$ cat config.mk
export PLATFORM = sky130hd
export DESIGN_NAME = cen_loop
export DESIGN_NICKNAME = d
export VERILOG_FILES = /design/src/cen_pkg.sv /design/src/cen_loop.sv /design/src/bcd_fsm.sv /design/src/freq_window.sv /design/src/cen_frac.sv
export SDC_FILE = /design/constraint.sdc
export NUM_CORES = 1
export LEC_CHECK = 0
export CAP_MARGIN = 20
export CELL_PAD_IN_SITES_DETAIL_PLACEMENT = 0
export CELL_PAD_IN_SITES_GLOBAL_PLACEMENT = 1
export CORE_MARGIN = 5
export CORE_UTILIZATION = 40
export DETAILED_ROUTE_END_ITERATION = 8
export DONT_BUFFER_PORTS = 1
export HOLD_SLACK_MARGIN = 0.08
export PLACE_DENSITY_LB_ADDON = 0.3
export REMOVE_ABC_BUFFERS = 1
export SLEW_MARGIN = 20
export SYNTH_ARGS = -nofsm -noshare
export SYNTH_HDL_FRONTEND = slang
export SYNTH_SLANG_ARGS = --single-unit
$ cat constraint.sdc
create_clock -name clk -period 2.75 [get_ports clk]
set_input_delay 0.1375 -clock clk [delete_from_list [all_inputs] [get_ports clk]]
set_output_delay 0.1375 -clock clk [all_outputs]
set_load 0.1 [all_outputs]
$ cat src/cen_pkg.sv
// CPU clock enable types
`default_nettype none

package cen_pkg;

    // Numerator, denominator and accumulator of a fractional enable
    typedef logic [9:0] frac_t;

    // Enables a stalled channel still owes
    typedef logic [2:0] credit_t;

    // Enables falling due beyond this are dropped
    localparam credit_t CREDIT_MAX = 3'd7;

    // Main CPU enables seen in one window
    typedef logic [13:0] win_count_t;

    // Counter ceiling, four BCD digits
    localparam win_count_t WIN_COUNT_MAX = 14'd9999;

    // Four BCD digits, thousands in [15:12]
    typedef logic [15:0] bcd_t;

    // Bus masters: [0] main bus, [1] MCU, [2] sound
    typedef logic [2:0] busy_t;

    // Binary to BCD converter
    typedef enum logic [2:0] {
        IDLE,
        LOAD_AVE,
        SHIFT_AVE,
        LOAD_WORST,
        SHIFT_WORST,
        DONE
    } bcd_state_t;

endpackage

`default_nettype wire
$ cat src/cen_loop.sv
// CPU clock enable loop
`default_nettype none
`timescale 1ns/100ps

module cen_loop
    import cen_pkg::*;
#(
    parameter frac_t MAIN_NUM   = 10'd3,
    parameter frac_t MAIN_DEN   = 10'd64,
    parameter frac_t SUB_NUM    = 10'd3,
    parameter frac_t SUB_DEN    = 10'd64,
    parameter frac_t SND_NUM    = 10'd1,
    parameter frac_t SND_DEN    = 10'd32,
    parameter frac_t MCU_NUM    = 10'd1,
    parameter frac_t MCU_DEN    = 10'd16,
    parameter int    WIN_CYCLES = 2000
) (
    input  logic  clk,
    input  logic  reset,
    input  busy_t busy,

    output logic  prc_main,
    output logic  prc_sub,
    output logic  prc_snd,
    output logic  prc_mcu,
    output logic  cen_main,
    output logic  cen_sub,
    output logic  cen_snd,
    output logic  cen_mcu,

    output bcd_t  fave,
    output bcd_t  fworst,
    output logic  update
);

    logic       stall;
    win_count_t ave;
    win_count_t worst;
    logic       win_done;

    // Any master waiting on memory holds every CPU
    assign stall = |busy;

    cen_frac #(.NUM(MAIN_NUM), .DEN(MAIN_DEN)) u_main (
        .clk    ( clk       ),
        .reset  ( reset     ),
        .stall  ( stall     ),
        .prc    ( prc_main  ),
        .cen    ( cen_main  )
    );

    cen_frac #(.NUM(SUB_NUM), .DEN(SUB_DEN)) u_sub (
        .clk    ( clk       ),
        .reset  ( reset     ),
        .stall  ( stall     ),
        .prc    ( prc_sub   ),
        .cen    ( cen_sub   )
    );

    cen_frac #(.NUM(SND_NUM), .DEN(SND_DEN)) u_snd (
        .clk    ( clk       ),
        .reset  ( reset     ),
        .stall  ( stall     ),
        .prc    ( prc_snd   ),
        .cen    ( cen_snd   )
    );

    cen_frac #(.NUM(MCU_NUM), .DEN(MCU_DEN)) u_mcu (
        .clk    ( clk       ),
        .reset  ( reset     ),
        .stall  ( stall     ),
        .prc    ( prc_mcu   ),
        .cen    ( cen_mcu   )
    );

    // Measured main CPU rate
    freq_window #(.WIN_CYCLES(WIN_CYCLES)) u_win (
        .clk      ( clk       ),
        .reset    ( reset     ),
        .cen      ( cen_main  ),
        .ave      ( ave       ),
        .worst    ( worst     ),
        .win_done ( win_done  )
    );

    bcd_fsm u_bcd (
        .clk    ( clk       ),
        .reset  ( reset     ),
        .start  ( win_done  ),
        .ave    ( ave       ),
        .worst  ( worst     ),
        .fave   ( fave      ),
        .fworst ( fworst    ),
        .update ( update    )
    );

endmodule

`default_nettype wire

$ cat src/bcd_fsm.sv
// Window count to BCD converter
`default_nettype none
`timescale 1ns/100ps

module bcd_fsm
    import cen_pkg::*;
(
    input  logic       clk,
    input  logic       reset,
    input  logic       start,
    input  win_count_t ave,
    input  win_count_t worst,
    output bcd_t       fave,
    output bcd_t       fworst,
    output logic       update
);

    // Double dabble register, digits shift in from the binary side
    typedef struct packed {
        bcd_t       digits;
        win_count_t bin;
    } dd_t;

    localparam int STEPS = $bits(win_count_t);

    bcd_state_t state;
    dd_t        dd;
    dd_t        dd_step;
    bcd_t       ave_bcd;
    logic [3:0] step;
    logic       last_step;

    // Add 3 to every digit of 5 or more before the shift
    function automatic bcd_t adjust(input bcd_t d);
        bcd_t r;
        int   i;
        r = d;
        for (i = 0; i < 4; i++) begin
            if (r[i*4 +: 4] >= 4'd5) begin
                r[i*4 +: 4] = r[i*4 +: 4] + 4'd3;
            end
        end
        return r;
    endfunction

    function automatic logic digits_ok(input bcd_t d);
        return d[3:0] <= 4'd9 && d[7:4] <= 4'd9 && d[11:8] <= 4'd9 && d[15:12] <= 4'd9;
    endfunction

    assign dd_step   = {adjust(dd.digits), dd.bin} << 1;
    assign last_step = step == 4'(STEPS - 1);

    always_ff @(posedge clk) begin
        if (reset) begin
            state  <= IDLE;
            step   <= '0;
            fave   <= '0;
            fworst <= '0;
        end else begin
            case (state)
                IDLE: begin
                    if (start) state <= LOAD_AVE;
                end
                LOAD_AVE: begin
                    step  <= '0;
                    state <= SHIFT_AVE;
                end
                SHIFT_AVE: begin
                    step <= step + 1'b1;
                    if (last_step) state <= LOAD_WORST;
                end
                LOAD_WORST: begin
                    step  <= '0;
                    state <= SHIFT_WORST;
                end
                SHIFT_WORST: begin
                    step <= step + 1'b1;
                    if (last_step) begin
                        // Both results change on the same edge
                        fave   <= ave_bcd;
                        fworst <= dd_step.digits;
                        state  <= DONE;
                    end
                end
                DONE: state <= IDLE;
                default: state <= IDLE;
            endcase
        end
    end

    // Shift datapath
    always_ff @(posedge clk) begin
        case (state)
            LOAD_AVE: dd <= '{digits: '0, bin: ave};
            LOAD_WORST: begin
                ave_bcd <= dd.digits;
                dd      <= '{digits: '0, bin: worst};
            end
            SHIFT_AVE, SHIFT_WORST: dd <= dd_step;
            default: dd <= dd;
        endcase
    end

    assign update = state == DONE;

    // A new window must not interrupt a conversion
    a_start_idle: assert property (
        @(posedge clk) disable iff (reset)
        start |-> state == IDLE
    );

    a_digits_valid: assert property (
        @(posedge clk) disable iff (reset)
        update |-> digits_ok(fave) && digits_ok(fworst)
    );

endmodule

`default_nettype wire

$ cat src/freq_window.sv
// Main CPU enable rate window
`default_nettype none
`timescale 1ns/100ps

module freq_window
    import cen_pkg::*;
#(
    parameter int WIN_CYCLES = 2000
) (
    input  logic       clk,
    input  logic       reset,
    input  logic       cen,
    output win_count_t ave,
    output win_count_t worst,
    output logic       win_done
);

    localparam int CW = $clog2(WIN_CYCLES);

    logic [CW-1:0] cyc;
    logic          last;
    win_count_t    count;
    win_count_t    count_next;

    // Window must outlast one BCD conversion
    if (WIN_CYCLES < 64) begin : g_win_check
        $error("WIN_CYCLES shorter than the BCD conversion");
    end

    assign last = cyc == CW'(WIN_CYCLES - 1);

    // Saturating enable count including this cycle
    always_comb begin
        if (cen && count != WIN_COUNT_MAX) begin
            count_next = count + 1'b1;
        end else begin
            count_next = count;
        end
    end

    always_ff @(posedge clk) begin
        if (reset) begin
            cyc   <= '0;
            count <= '0;
            ave   <= '0;
            worst <= WIN_COUNT_MAX;
        end else if (last) begin
            cyc   <= '0;
            count <= '0;
            ave   <= count_next;
            // Slowest window since reset
            if (count_next < worst) begin
                worst <= count_next;
            end
        end else begin
            cyc   <= cyc + 1'b1;
            count <= count_next;
        end
    end

    // High on the window's last cycle while results land on the next edge
    assign win_done = last;

    a_done_single: assert property (
        @(posedge clk) disable iff (reset)
        win_done |=> !win_done
    );

endmodule

`default_nettype wire

$ cat src/cen_frac.sv
// Fractional CPU clock enable
`default_nettype none
`timescale 1ns/100ps

module cen_frac
    import cen_pkg::*;
#(
    parameter frac_t NUM = 10'd1,
    parameter frac_t DEN = 10'd2
) (
    input  logic clk,
    input  logic reset,
    input  logic stall,
    output logic prc,
    output logic cen
);

    // One extra bit so acc + NUM cannot wrap
    logic [$bits(frac_t):0] sum;
    logic                   due;
    frac_t                  acc;
    frac_t                  acc_next;
    credit_t                credit;

    if (DEN == '0 || NUM > DEN) begin : g_ratio_check
        $error("cen_frac needs 0 < NUM <= DEN");
    end

    assign sum = {1'b0, acc} + {1'b0, NUM};
    assign due = sum >= {1'b0, DEN};

    always_comb begin
        if (due) begin
            acc_next = frac_t'(sum - {1'b0, DEN});
        end else begin
            acc_next = frac_t'(sum);
        end
    end

    always_ff @(posedge clk) begin
        if (reset) begin
            acc    <= '0;
            prc    <= 1'b0;
            credit <= '0;
        end else begin
            acc <= acc_next;
            // prc marks the enable that fell due last cycle
            prc <= due;
            if (stall) begin
                // Bank the due enable unless the credit is full
                if (prc && credit != CREDIT_MAX) begin
                    credit <= credit + 1'b1;
                end
            end else if (!prc && credit != '0) begin
                // Pay one owed enable back in a free slot
                credit <= credit - 1'b1;
            end
        end
    end

    // Direct enable on a due cycle or else one from credit
    assign cen = !stall && (prc || credit != '0);

    // CPU must not be clocked while its bus is busy
    a_no_cen_on_stall: assert property (
        @(posedge clk) disable iff (reset)
        stall |-> !cen
    );

    // Full credit stays full through a stall without wrapping
    a_credit_sat: assert property (
        @(posedge clk) disable iff (reset)
        stall && credit == CREDIT_MAX |=> credit == CREDIT_MAX
    );

endmodule

`default_nettype wire

# After elaboration in Yosys (flattened, before gate mapping)
# Index checks and enable logic that the tools add are counted.
[totals]
regBits = 194
wordCells = 145
out_inout_bits = 41
[op_classes]
n_eq_ne = 19
order_cmp = 9
muxes = 27
n_reduce_logical = 44
n_addsub = 23
[op_table]
columns = ["cell", "count"]
rows = [
  ["$pmux 30 s3", 1],
  ["$mux 3", 16],
  ["$mux 10", 4],
  ["$add 10x1->11 const B", 2],
  ["$add 10x2->11 const B", 2],
  ["$ge 11x7->1 const B", 2],
  ["$sub 10x7->10 const B", 2],
  ["$ge 4x3->1 const B", 4],
  ["$pmux 3 s5", 1],
  ["$reduce_bool 3->1", 5],
  ["$add 14x1->14 const B", 1],
  ["$lt 14x14->1", 1],
  ["$mux 14", 1],
  ["$ne 14x14->1 const B", 1],
  ["$logic_and 1x1->1", 13],
  ["$add 3x1->3 const B", 4],
  ["$add 4x2->4 const B", 3],
  ["$mux 4", 3],
  ["$ne 3x3->1 const B", 4],
  ["$reduce_and 2->1", 6],
  ["$sub 3x1->3 const B", 4],
  ["$add 11x1->11 const B", 1],
  ["$eq 11x11->1 const B", 1],
  ["$ge 11x5->1 const B", 1],
  ["other kinds (19)", 39],
]

# Logic depth before layout (Yosys ltp)
# Gate-level depths: netlist of run 1.
[depth]
ltp_word = 7
ltp_mapped = 15
mapped_depth_nobuf = 14

# Cells and area by module
# Synthesis of run 1 repeated with hierarchy kept, for this count alone.
[hier_totals]
hier_cells = 1032
area_unflattened_um2 = 9769.4
[by_module_without_submodules]
columns = ["module", "cells_per_inst", "instances", "area_per_inst_um2", "seq_area_each_um2"]
rows = [
  ["bcd_fsm", 345, 1, 3792.4, 2162.1],
  ["freq_window", 301, 1, 2615.0, 1061.0],
  ["cen_frac at u_main ...", 98, 2, 868.3, 280.3],
  ["cen_frac at u_snd", 100, 1, 849.6, 280.3],
  ["cen_frac at u_mcu", 89, 1, 769.5, 280.3],
  ["cen_loop", 1, 1, 6.3, 0.0],
]

# Worst setup path before layout of run 1
# OpenSTA, ideal clock, no wires.
[synth_timing]
path_kind = "register to register"
startpoint = "register u_main.prc"
endpoint = "register u_win.worst[11]"
setup_slack_ns = -1.418
path_stages_with_launch = 15
n_path_buf = 1
setup_ns = 0.128
period_less_slack_ns = 4.168
arrival_ns = 4.040
cell_sequence = "dfxtp_1 > nor4_2 > nor2_2 > nand2_1 > nor2_1 > xnor2_1 > inv_1 > ha_1 > nand4_1 > nor4_1 > nand2_1 > o211ai_4 > buf_6 > mux2i_1 > nor2_1"
[synth_between]
elab_chain_cells = 6
[synth_lines]
columns = ["element", "line_no", "rtl"]
rows = [
  ["start: declaration", "cen_frac.sv:14", "output logic prc,"],
  ["start signal: assignment", "cen_frac.sv:48", "prc <= due;"],
  ["$logic_or 1x1->1", "cen_frac.sv:62", "assign cen = !stall && (prc || credit != '0);"],
  ["$logic_and 1x1->1", "cen_frac.sv:62", ""],
  ["via cen_main", "cen_loop.sv:26", "output logic cen_main,"],
  ["$logic_and 1x1->1", "freq_window.sv:34", "if (cen && count != WIN_COUNT_MAX) begin"],
  ["$mux 14", "freq_window.sv:34", ""],
  ["via u_win.count_next[10]", "freq_window.sv:23", "win_count_t count_next;"],
  ["$lt 14x14->1", "freq_window.sv:52", "if (count_next < worst) begin"],
  ["$reduce_and 2->1 (no source line)", "-", ""],
  ["end signal: assignment", "freq_window.sv:53", "worst <= count_next;"],
  ["end: declaration", "freq_window.sv:14", "output win_count_t worst,"],
]
# The timed path passes the listed nets, and every way through them passes these cells.
# A chain may end at the register's enable or synchronous reset.

# Worst setup path in the final report of run 1
[layout_timing]
startpoint = "register u_win.count[0]"
endpoint = "register u_win.worst[6]"
[layout_between]
elab_chain_cells = 5
word_cells_on_any_way = 6
cone_classes = "1 x add/sub; 1 x order compare; 1 x eq/ne; 1 x mux; 2 x reduce/logical"
[layout_lines]
columns = ["element", "line_no", "rtl"]
rows = [
  ["start: declaration", "freq_window.sv:22", "win_count_t count;"],
  ["start signal: assignment", "freq_window.sv:57", "count <= count_next;"],
  ["branches (longest 2 deep; another with $add 14x1->14)", "-", ""],
  ["$mux 14 *", "freq_window.sv:34", ""],
  ["via u_win.count_next[11]", "freq_window.sv:23", ""],
  ["$lt 14x14->1 *", "freq_window.sv:52", ""],
  ["$reduce_and 2->1 (no source line) *", "-", ""],
]
# Mark *: on every way through the listed nets, which the timed path passes.

==> metrics.yaml, run 1 <==
antenna_found_initial: 0
drive_gt1_share_pct: 16.0
clockBufferDepth: 2
drc: 0
ys.flop_type: "dfxtp_1"
min_period_ps: 2970
skew_ps: 14.9
crit_required_ps: 3080
end_kind: "flip-flop"
drtIter0Drc: 405
synth_top_area_share_pct: 31.9
maxSlewViolCount: 0
grt_usage_pct: 15.4
path_class: "reg2reg"
syn-cell-area_um2: 9280
grt_first_pass_wirelength_mm: 34.2
cp_max_fo: 6
p_int_mw: 5.20
setup_violations: 14
antenna_left: 0
start_util_pct: 40.9
fp.coreArea_um2: 22700
fin_crit_sh_pct: 108
p_comb_share_pct: 23.0
hold_viol: 12
synth_most_common_cell: "nor2_1"
fillerInstances: 2117
crit_start: "u_win.count[0]$_SDFF_PP0_"
synth_area_leaders: "dfxtp_1, edfxtp_1, nor2_1"
place.gp.congestion: 0.794
synth-edff-count: 46
clkTransAtPathRegs_ps: 70
grt_max_degree: 108
numPortBuffers: 0
hpwl_mm: 12.8
p_per_area_nw_per_um2: 637
rsz0062_at_grt: "true"
status: "complete, but fails checks"
startpoint_type: "flip-flop"
r2r-start: "u_win.count[0]$_SDFF_PP0_"
p_seq_share_pct: 43.8
yosysSeqAreaShare_pct: 46.8
yosys.area.top_type: "dfxtp_1"
max_cap_viol_count: 0
max_freq_mhz: 337
final_util_pct: 53.1
layout_setup_ws_ps: -218
synth.avg_cell_area_um2: 9.02
h-tree-depth: 4
place_ws_ps: -379
routed_via_density: 5.00
yosys-top-cells-count: "nor2_1, dfxtp_1, a21oi_1, nand2_1, inv_1"
holdBufCountCts: 94
swShare_pct: 32.2
regArea_um2: 4360
worstMarginPinSlew_ps: 967
power.leakage_nw: 5.06
syn_to_final_growth_pct: 29.9
die_h_um: 162
multiInputGateArea_um2: 4640
synth_cell_type_count: 69
drtPass1Iterations: 5
slew_headroom_pct: 35.4
synth_cells: 1029
wirelength_mm: 19.8
io_pins: 46
violations: "negative hold slack, negative setup slack"
ys_warn_count: 0
critical_path_arrival_ps: 3300
num_vias: 7538
n_antenna_cell: 0
synth_seq_cells: 194
num_rows: 55
power_frac_clock_pct: 33.3
dieArea_um2: 26300
grt_pass1_vias: 7383
hold_slack_ps: -208
totalPowerFinal_mw: 7.67
min_from: "reset"
clk_latency_ps: 440
die_x_um: 162
grt-ovfl-total: 0
wl_per_cell_um: 13.1
clkSinkCount: 194
hold_path.class: "in2reg"
cts_tree: "built"
vdd_drop_max_uv: 451
async_reset_ff_share_pct: 0
power.switching_mw: 2.47
layout.nets: 1256
cts_buffers: 17
cts-root-buf: "clkbuf_16"
[path summary, 6_finish.rpt]
check	slack (ps)	to	cells past startpoint
worst min-delay path	-210	u_main.acc[6]$_SDFF_PP0_	1
worst max-delay path	-220	u_win.worst[6]$_SDFFE_PP0P_	14
worst min register to register	450	u_win.cyc[0]$_SDFF_PP0_	1
worst max register to register	-220	u_win.worst[6]$_SDFFE_PP0P_	14
[metal layers]
layer,up-vias,global-route usage [%],share of wire [%]
met3,13,3.32,3.2
li1,3892,-,-
met4,0,3.65,0.73
met2,81,26.4,47
met1,3552,19.9,49
met5,-,0,0
[critical path, stage by stage, from the launching register on]
cell	delay (ps)
dfxtp_4	370
buf_6	100
nand4_1	150
nor3_4	290
nand4_1	140
xor2_1	190
inv_1	110
ha_4	280
nand4_1	130
nor4_1	310
nand2_1	130
o211ai_4	260
buf_12	160
mux2i_2	200
nor2_1	50
[cells by family (layout without fill, tap and decap cells)]
| group | after synthesis | after routing | share of synthesized area [%] |
|---|---|---|---|
| flip-flops | 194 | 194 | 46.8 |
| AND/OR/NAND/NOR | 409 | 409 | 20.8 |
| XOR/XNOR | 79 | 79 | 7.46 |
| AO/OA/AOI/OAI | 180 | 180 | 12.5 |
| adder cells (fa/ha/maj) | 42 | 42 | 5.99 |
| multiplexers | 16 | 16 | 1.82 |
| buffers and inverters | 109 | 302 | 4.61 |
[flip-flops by register name, summed over array words and instances (netlist names), 11 cells and up]
| signal | count |
|---|---|
| u_bcd.ave_bcd | 16 |
| u_bcd.fave | 16 |
| u_win.cyc | 11 |
| u_win.ave | 14 |
| u_win.worst | 14 |
| u_bcd.dd | 30 |
| u_win.count | 14 |
| u_bcd.fworst | 16 |
[placed cells by master, fill, tap and decap left out, types with 5 or more instances in the layout]
| cell | n |
|---|---|
| a21oi_1 | 72 |
| and2_1 | 6 |
| o21a_1 | 5 |
| xnor2_1 | 38 |
| nor2_1 | 191 |
| nand4_1 | 15 |
| inv_1 | 61 |
| clkbuf_16 | 17 |
| nand2_1 | 67 |
| o22ai_1 | 14 |
| nor2b_1 | 8 |
| nand2b_1 | 10 |
| buf_6 | 6 |
| a31oi_1 | 6 |
| a211oi_1 | 29 |
| edfxtp_1 | 46 |
| dlygate4sd3_1 | 94 |
| clkinv_8 | 6 |
| o211ai_1 | 10 |
| nor3b_1 | 9 |
| nand3_1 | 32 |
| xor2_1 | 38 |
| buf_4 | 108 |
| ha_1 | 34 |
| o31ai_1 | 5 |
| nor3_1 | 21 |
| mux2i_1 | 11 |
| o21ai_0 | 13 |
| dfxtp_1 | 141 |
| dfxtp_2 | 5 |
| and3_1 | 12 |
[through the flow]
| step | TNS (ps) | cell area [um2] | instances |
|---|---|---|---|
| final | -2210 | 12000 | 1507 |
| after global routing | -5300 | 12000 | 1507 |
| after CTS | -2630 | 12000 | 1506 |
| after detailed placement | -4660 | 10300 | 1376 |
| after global placement | -3640 | 10300 | 1376 |
| after floorplan | -89610 | 9080 | 981 |
[cell type report]
type,count,share of cell area [%]
Inverter,61,1.90
Tap cell,285,2.96
Clock buffer,17,3.53
Timing Repair Buffer,209,15.3
Sequential cell,194,36.2
Clock inverter,15,1.63
Multi-Input combinational cell,726,38.5
[timing repair]
item | CTS | global route
cloned | 1 | 0
endpoints found under the setup margin | 14 | 22
pin swaps | 17 | 8
endpoints found under the hold margin | 108 | 13
setup buffers | 3 | 2
resized for setup | 20 | 17
[power by group through the flow]
stage	combinational, mW	sequential, mW	clock, mW
after floorplan	1.02	3.57	0
after global placement	1.52	3.41	0
after detailed placement	1.54	3.41	0
after CTS	1.76	3.35	2.63
after global routing	1.97	3.40	2.74
final	1.76	3.36	2.55
Note: power is estimated with default switching activity, not from simulation.
==> inputs of run 2 (changes only) <==
--- a/config.mk
+++ b/config.mk
@@ -8,7 +8,7 @@
 export CAP_MARGIN = 20
 export CELL_PAD_IN_SITES_DETAIL_PLACEMENT = 0
 export CELL_PAD_IN_SITES_GLOBAL_PLACEMENT = 1
-export CORE_MARGIN = 5
+export CORE_MARGIN = 8
 export CORE_UTILIZATION = 40
 export DETAILED_ROUTE_END_ITERATION = 8
 export DONT_BUFFER_PORTS = 1
==> run 2 against run 1 <==
The flow still finishes with violations (negative hold slack, negative setup slack). Via count is 0.23% lower. First-iteration DRC count down 1.5%. Non-clock buffer count increased by 2. Largest power group unchanged. Critical path depth unchanged. Sequential share of layout area down 0.35 points. Die area grew 7.5%.
==> metrics.yaml, run 2 (synthesis gave the netlist of run 1 again) <==
final_cells: 1509  # +0.13%
final_util_pct: 53.5  # +0.42 points
top_register: "u_bcd.dd"
numPortBuffers: 0  # unchanged
path_common_cell: "nand4_1"
maxSlewViolCount: 0  # unchanged
p_comb_share_pct: 23.3  # +0.3 points
layout_setup_ws_ps: -265  # -47.0 ps
hold_path.class: "in2reg"
drive_gt1_share_pct: 16.6  # +0.55 points
totalPowerFinal_mw: 7.83  # +2.1%
clockBufferDepth: 2  # unchanged
fp.coreArea_um2: 22700  # unchanged
syn_to_final_growth_pct: 30.9
drtIter0Drc: 399  # -1.5%
h-tree-depth: 4  # unchanged
clkSinkCount: 194  # unchanged
io_pins: 46  # unchanged
start_util_pct: 40.9  # unchanged
routed_via_density: 4.98  # -0.36%
worst_path_dominant_cell_family: "simple AND/OR/NAND/NOR gates"
power.leakage_nw: 5.10  # +0.68%
regArea_um2: 4350  # -0.17%
end_kind: "flip-flop"
clkTransAtPathRegs_ps: 80  # about the same
grt_usage_pct: 14.4  # -0.95 points
p_int_mw: 5.28  # +1.5%
placed_area_um2: 10300  # -0.15%
path_class: "reg2reg"
wirelength_mm: 20.2  # +2.1%
antenna_left: 0  # unchanged
grt_pass1_vias: 7349  # -0.46%
grt_first_pass_wirelength_mm: 34.3  # +0.49%
hold_viol: 16  # +4
startpoint_type: "flip-flop"
num_rows: 55  # unchanged
crit_path_cell_trace: "nor4b_4 > buf_4 > nand4b_4 > nand4_1 > xor2_1 > inv_1 > ha_4 > nand4_1 > nor4_1 > nand2_1 > o211ai_4 > buf_12 > mux2i_1 > nor2_1"
grt_max_degree: 108  # unchanged
die_x_um: 168  # +3.7%
max_freq_mhz: 332  # -1.6%
num_vias: 7521  # -0.23%
cts-root-buf: "clkbuf_16"
wl_per_cell_um: 13.4  # +2.0%
critPathBufInv: 3  # unchanged
cts_buffers: 17  # unchanged
setup_tns_ps: -3060  # -847 ps
n_antenna_cell: 0  # unchanged
worstMarginPinSlew_ps: 968  # +1.05 ps
layout_common_cells: "nor2_1, dfxtp_1, buf_4, dlygate4sd3_1, a21oi_1"
clk_latency_ps: 440  # about the same
cpMaxStageDelayCell: "dfxtp_2"
fin_crit_sh_pct: 110  # +1.7 points
design_area_um2: 12100  # +0.80%
cp_max_fo: 6  # unchanged
layout.nets: 1258  # +0.16%
min_period_ps: 3010  # +47.0 ps
power.switching_mw: 2.55  # +3.2%
drtPass1Iterations: 4  # -1
place.gp.congestion: 0.780  # -1.8%
grt-ovfl-total: 0  # unchanged
largest_reg_flops: 30  # unchanged
slew_headroom_pct: 35.3  # -0.070 points
p_seq_share_pct: 42.8  # -1.0 points
cpPeakStageDelay_ps: 340  # -30 ps
numPlacedInstances: 1374  # -0.15%
p_per_area_nw_per_um2: 645  # +1.3%
power_frac_clock_pct: 34.0  # +0.7 points
critical_path_arrival_ps: 3340  # +40 ps
cts_tree: "built"
max_cap_viol_count: 0  # unchanged
antenna_found_initial: 0  # unchanged
setup_violations: 14  # unchanged
multiInputGateArea_um2: 4700  # +1.3%
crit_required_ps: 3080  # about the same
dieArea_um2: 28300  # +7.5%
vdd_drop_max_uv: 500  # +11%
status: "complete, but fails checks"
hold_slack_ps: -214  # -6.27 ps
layout_commonest_cell: "nor2_1"
drc: 0  # unchanged
fillerInstances: 2102  # -0.71%
hpwl_mm: 13.0  # +1.1%
violations: "negative hold slack, negative setup slack"
die_h_um: 168  # +3.7%
skew_ps: 13.0  # -1.94 ps
place_ws_ps: -290  # +89.8 ps
swShare_pct: 32.6  # +0.36 points
rsz0062_at_grt: "true"
==> run 2: path summary, 6_finish.rpt <==
kind	startpoint	end	slack, ps	depth (start not counted)
max	u_win.count[11]$_SDFF_PP0_	u_win.worst[4]$_SDFFE_PP0P_	-260	14
max reg2reg	u_win.count[11]$_SDFF_PP0_	u_win.worst[4]$_SDFFE_PP0P_	-260	14
min	reset	u_main.acc[6]$_SDFF_PP0_	-210	1
min reg2reg	u_win.cyc[0]$_SDFF_PP0_	u_win.cyc[0]$_SDFF_PP0_	450	1
==> run 2: worst register-to-register path: stages, from the launching register on <==
cell,delay [ps]
dfxtp_2,340
nor4b_4,310
buf_4,170
nand4b_4,130
nand4_1,120
xor2_1,200
inv_1,120
ha_4,290
nand4_1,140
nor4_1,280
nand2_1,130
o211ai_4,290
buf_12,170
mux2i_1,170
nor2_1,60
==> run 2: area by class of cell <==
cell class,instances,area share (%)
inverter,61,1.89
clock buffer,17,3.50
clock inverter,15,1.81
timing repair buffer,211,15.3
tap,285,2.94
sequential,194,35.8
multi-input combinational,726,38.7
==> run 2: metal layers <==
metal	wire [um]	track usage [%]	vias to the layer above
met5	0	0	-
met4	126	3.07	0
met3	711	3.51	10
met2	9640	24.8	96
met1	9750	18.1	3518
li1	-	-	3897
==> run 2: timing repair <==
item                                    4_1_cts  5_1_grt
hold endpoints to repair                    108       18
hold buffers                                 92        1
cloned                                        1        1
resized for setup                             9       29
endpoints found under the setup margin       14       25
setup buffers                                 5        6
pin swaps                                     4       16
==> run 2: power by group through the flow <==
stage                     Sequential (mW)  Combinational (mW)  Clock, mW
final                                3.35                1.82       2.66
after global routing                 3.39                2.04       2.85
after CTS                            3.35                1.78       2.74
after detailed placement             3.41                1.55          0
after global placement               3.41                1.52          0
after floorplan                      3.57                1.02          0
==> inputs of run 3 (changes only) <==
--- a/config.mk
+++ b/config.mk
@@ -8,12 +8,13 @@
 export CAP_MARGIN = 20
 export CELL_PAD_IN_SITES_DETAIL_PLACEMENT = 0
 export CELL_PAD_IN_SITES_GLOBAL_PLACEMENT = 1
-export CORE_MARGIN = 8
+export CORE_MARGIN = 1
 export CORE_UTILIZATION = 40
+export CTS_BUF_LIST = sky130_fd_sc_hd__clkbuf_8
 export DETAILED_ROUTE_END_ITERATION = 8
 export DONT_BUFFER_PORTS = 1
 export HOLD_SLACK_MARGIN = 0.08
-export PLACE_DENSITY_LB_ADDON = 0.3
+export PLACE_DENSITY = 0.81
 export REMOVE_ABC_BUFFERS = 1
 export SLEW_MARGIN = 20
 export SYNTH_ARGS = -nofsm -noshare
==> run 3 against run 2 <==
The flow still finishes with violations (negative hold slack, negative setup slack). Global-route usage is 2.7 points higher. Largest cell class unchanged. Flip-flop and latch count unchanged. Via count up 0.82%. Wire length decreased by 4.1%. Core utilization fell by 1.2 points. First-iteration DRC count is 15% lower. Register-to-register slack better by 30 ps. Setup slack improved by 25 ps. Clock power shrank 29%. Highest routed layer unchanged. Maximum frequency grew 0.85%. Final cell count did not move.
==> metrics.yaml, run 3 (synthesis gave the netlist of run 1 again) <==
status: "complete, but fails checks"
violations: "negative hold slack, negative setup slack"
die_h_um: 154  # -8.3%
cts_tree: "built"
rsz0062_at_grt: "true"
grt-ovfl-total: 0  # unchanged
path_class: "reg2reg"
syn_to_final_growth_pct: 28.0
largest_reg_flops: 30  # unchanged
grt_pass1_vias: 7245  # -1.4%
critical_path_arrival_ps: 3310  # -30 ps
drtPass1Iterations: 5  # +1
num_vias: 7583  # +0.82%
slew_headroom_pct: 44.8  # +9.5 points
n_antenna_cell: 0  # unchanged
antenna_left: 0  # unchanged
drc: 0  # unchanged
layout_common_cells: "nor2_1, dfxtp_1, buf_4, dlygate4sd3_1, a21oi_1"
drive_gt1_share_pct: 16.5  # -0.082 points
clkSinkCount: 194  # unchanged
skew_ps: 19.0  # +5.94 ps
power.leakage_nw: 4.97  # -2.4%
grt_first_pass_wirelength_mm: 33.6  # -2.1%
fp.coreArea_um2: 22700  # unchanged
worstMarginPinSlew_ps: 820  # -149 ps
vdd_drop_max_uv: 318  # -36%
holdBufCountCts: 94  # +2.2%
p_per_area_nw_per_um2: 591  # -8.4%
start_util_pct: 40.9  # unchanged
grt_max_degree: 108  # unchanged
layout_setup_ws_ps: -240  # +25.3 ps
clkTransAtPathRegs_ps: 110  # +30 ps
hold_path.class: "in2reg"
num_rows: 55  # unchanged
dieArea_um2: 23800  # -16%
layout_commonest_cell: "nor2_1"
cts-root-buf: "clkbuf_8"
top_register: "u_bcd.dd"
io_pins: 46  # unchanged
numPlacedInstances: 1373  # -0.073%
setup_tns_ps: -2480  # +579 ps
min_period_ps: 2990  # -25.3 ps
grt_usage_pct: 17.1  # +2.7 points
cts_buffers: 17  # unchanged
setup_violations: 14  # unchanged
place.gp.congestion: 0.833  # +6.7%
hold_viol: 15  # -1
routed_via_density: 5.03  # +0.82%
clockBufferDepth: 2  # unchanged
wl_per_cell_um: 12.9  # -4.1%
fin_crit_sh_pct: 109  # -0.92 points
max_freq_mhz: 334  # +0.85%
numPortBuffers: 0  # unchanged
die_x_um: 154  # -8.3%
startpoint_type: "flip-flop"
layout.nets: 1258  # unchanged
maxSlewViolCount: 0  # unchanged
clk_latency_ps: 470  # +30 ps
hpwl_mm: 12.6  # -2.8%
antenna_found_initial: 0  # unchanged
final_util_pct: 52.3  # -1.2 points
drtIter0Drc: 341  # -15%
h-tree-depth: 4  # unchanged
end_kind: "flip-flop"
cp_max_fo: 6  # unchanged
fillerInstances: 2086  # -0.76%
max_cap_viol_count: 0  # unchanged
hold_slack_ps: -232  # -18.4 ps
crit_required_ps: 3070  # about the same
final_cells: 1509  # unchanged
wirelength_mm: 19.4  # -4.1%
[run 3: worst max-delay path: stages, from the launching register on]
cell,delay (ps)
dfxtp_2,340
nor4b_4,280
buf_4,160
nand4b_4,140
buf_6,160
nand2_1,90
mux2i_1,270
inv_1,80
ha_1,220
nand3b_1,190
nor3_1,170
mux2_4,200
o211ai_4,110
buf_12,150
buf_4,120
nor3_1,120
a31oi_1,50
[run 3: layout make-up]
class | instances | area [um2] | share of cell area, %
timing repair buffer | 211 | 1860 | 15.6
multi-input combinational | 726 | 4680 | 39.4
sequential | 194 | 4350 | 36.7
clock inverter | 15 | 169 | 1.42
inverter | 61 | 229 | 1.93
clock buffer | 17 | 234 | 1.97
tap | 285 | 357 | 3.00
[run 3: what timing repair did]
| item | CTS | global route |
|---|---|---|
| buffers inserted | 6 | 5 |
| hold endpoints to repair | 108 | 16 |
| resized for setup | 19 | 18 |
| setup endpoints to repair | 14 | 21 |
| cloned | 1 | 0 |
| pin swaps | 13 | 7 |
[run 3: final timing paths]
check | from | to | slack (ps) | cells after the start
max | u_win.count[11]$_SDFF_PP0_ | u_win.worst[13]$_SDFFE_PP1P_ | -240 | 16
min | reset | u_snd.acc[8]$_SDFF_PP0_ | -230 | 1
max reg2reg | u_win.count[11]$_SDFF_PP0_ | u_win.worst[13]$_SDFFE_PP1P_ | -240 | 16
min reg2reg | u_win.cyc[0]$_SDFF_PP0_ | u_win.cyc[0]$_SDFF_PP0_ | 460 | 1
[run 3: through the flow]
stage	setup slack, ps	hold WS [ps]	cell area [um2]	power, mW
2_1_floorplan	-1540	204	9080	4.59
3_3_place_gp	-284	218	10300	4.92
3_5_place_dp	-362	220	10300	4.96
4_1_cts	-250	-295	11800	7.06
5_1_grt	-403	-284	11900	7.44
6_report	-240	-232	11900	7.02
[run 3: power by group]
group,total [mW],switching [mW],internal (mW)
sequential,3.35,0.230,3.12
clock,1.88,1.12,0.764
combinational,1.78,0.964,0.821
total,7.02,2.31,4.71
[run 3: layer usage]
layer,track usage [%],vias to the layer above,routed length (um)
met5,0,-,0
met4,3.63,0,163
met3,3.67,16,587
met2,30.0,106,9420
met1,21.6,3557,9220
li1,-,3904,-
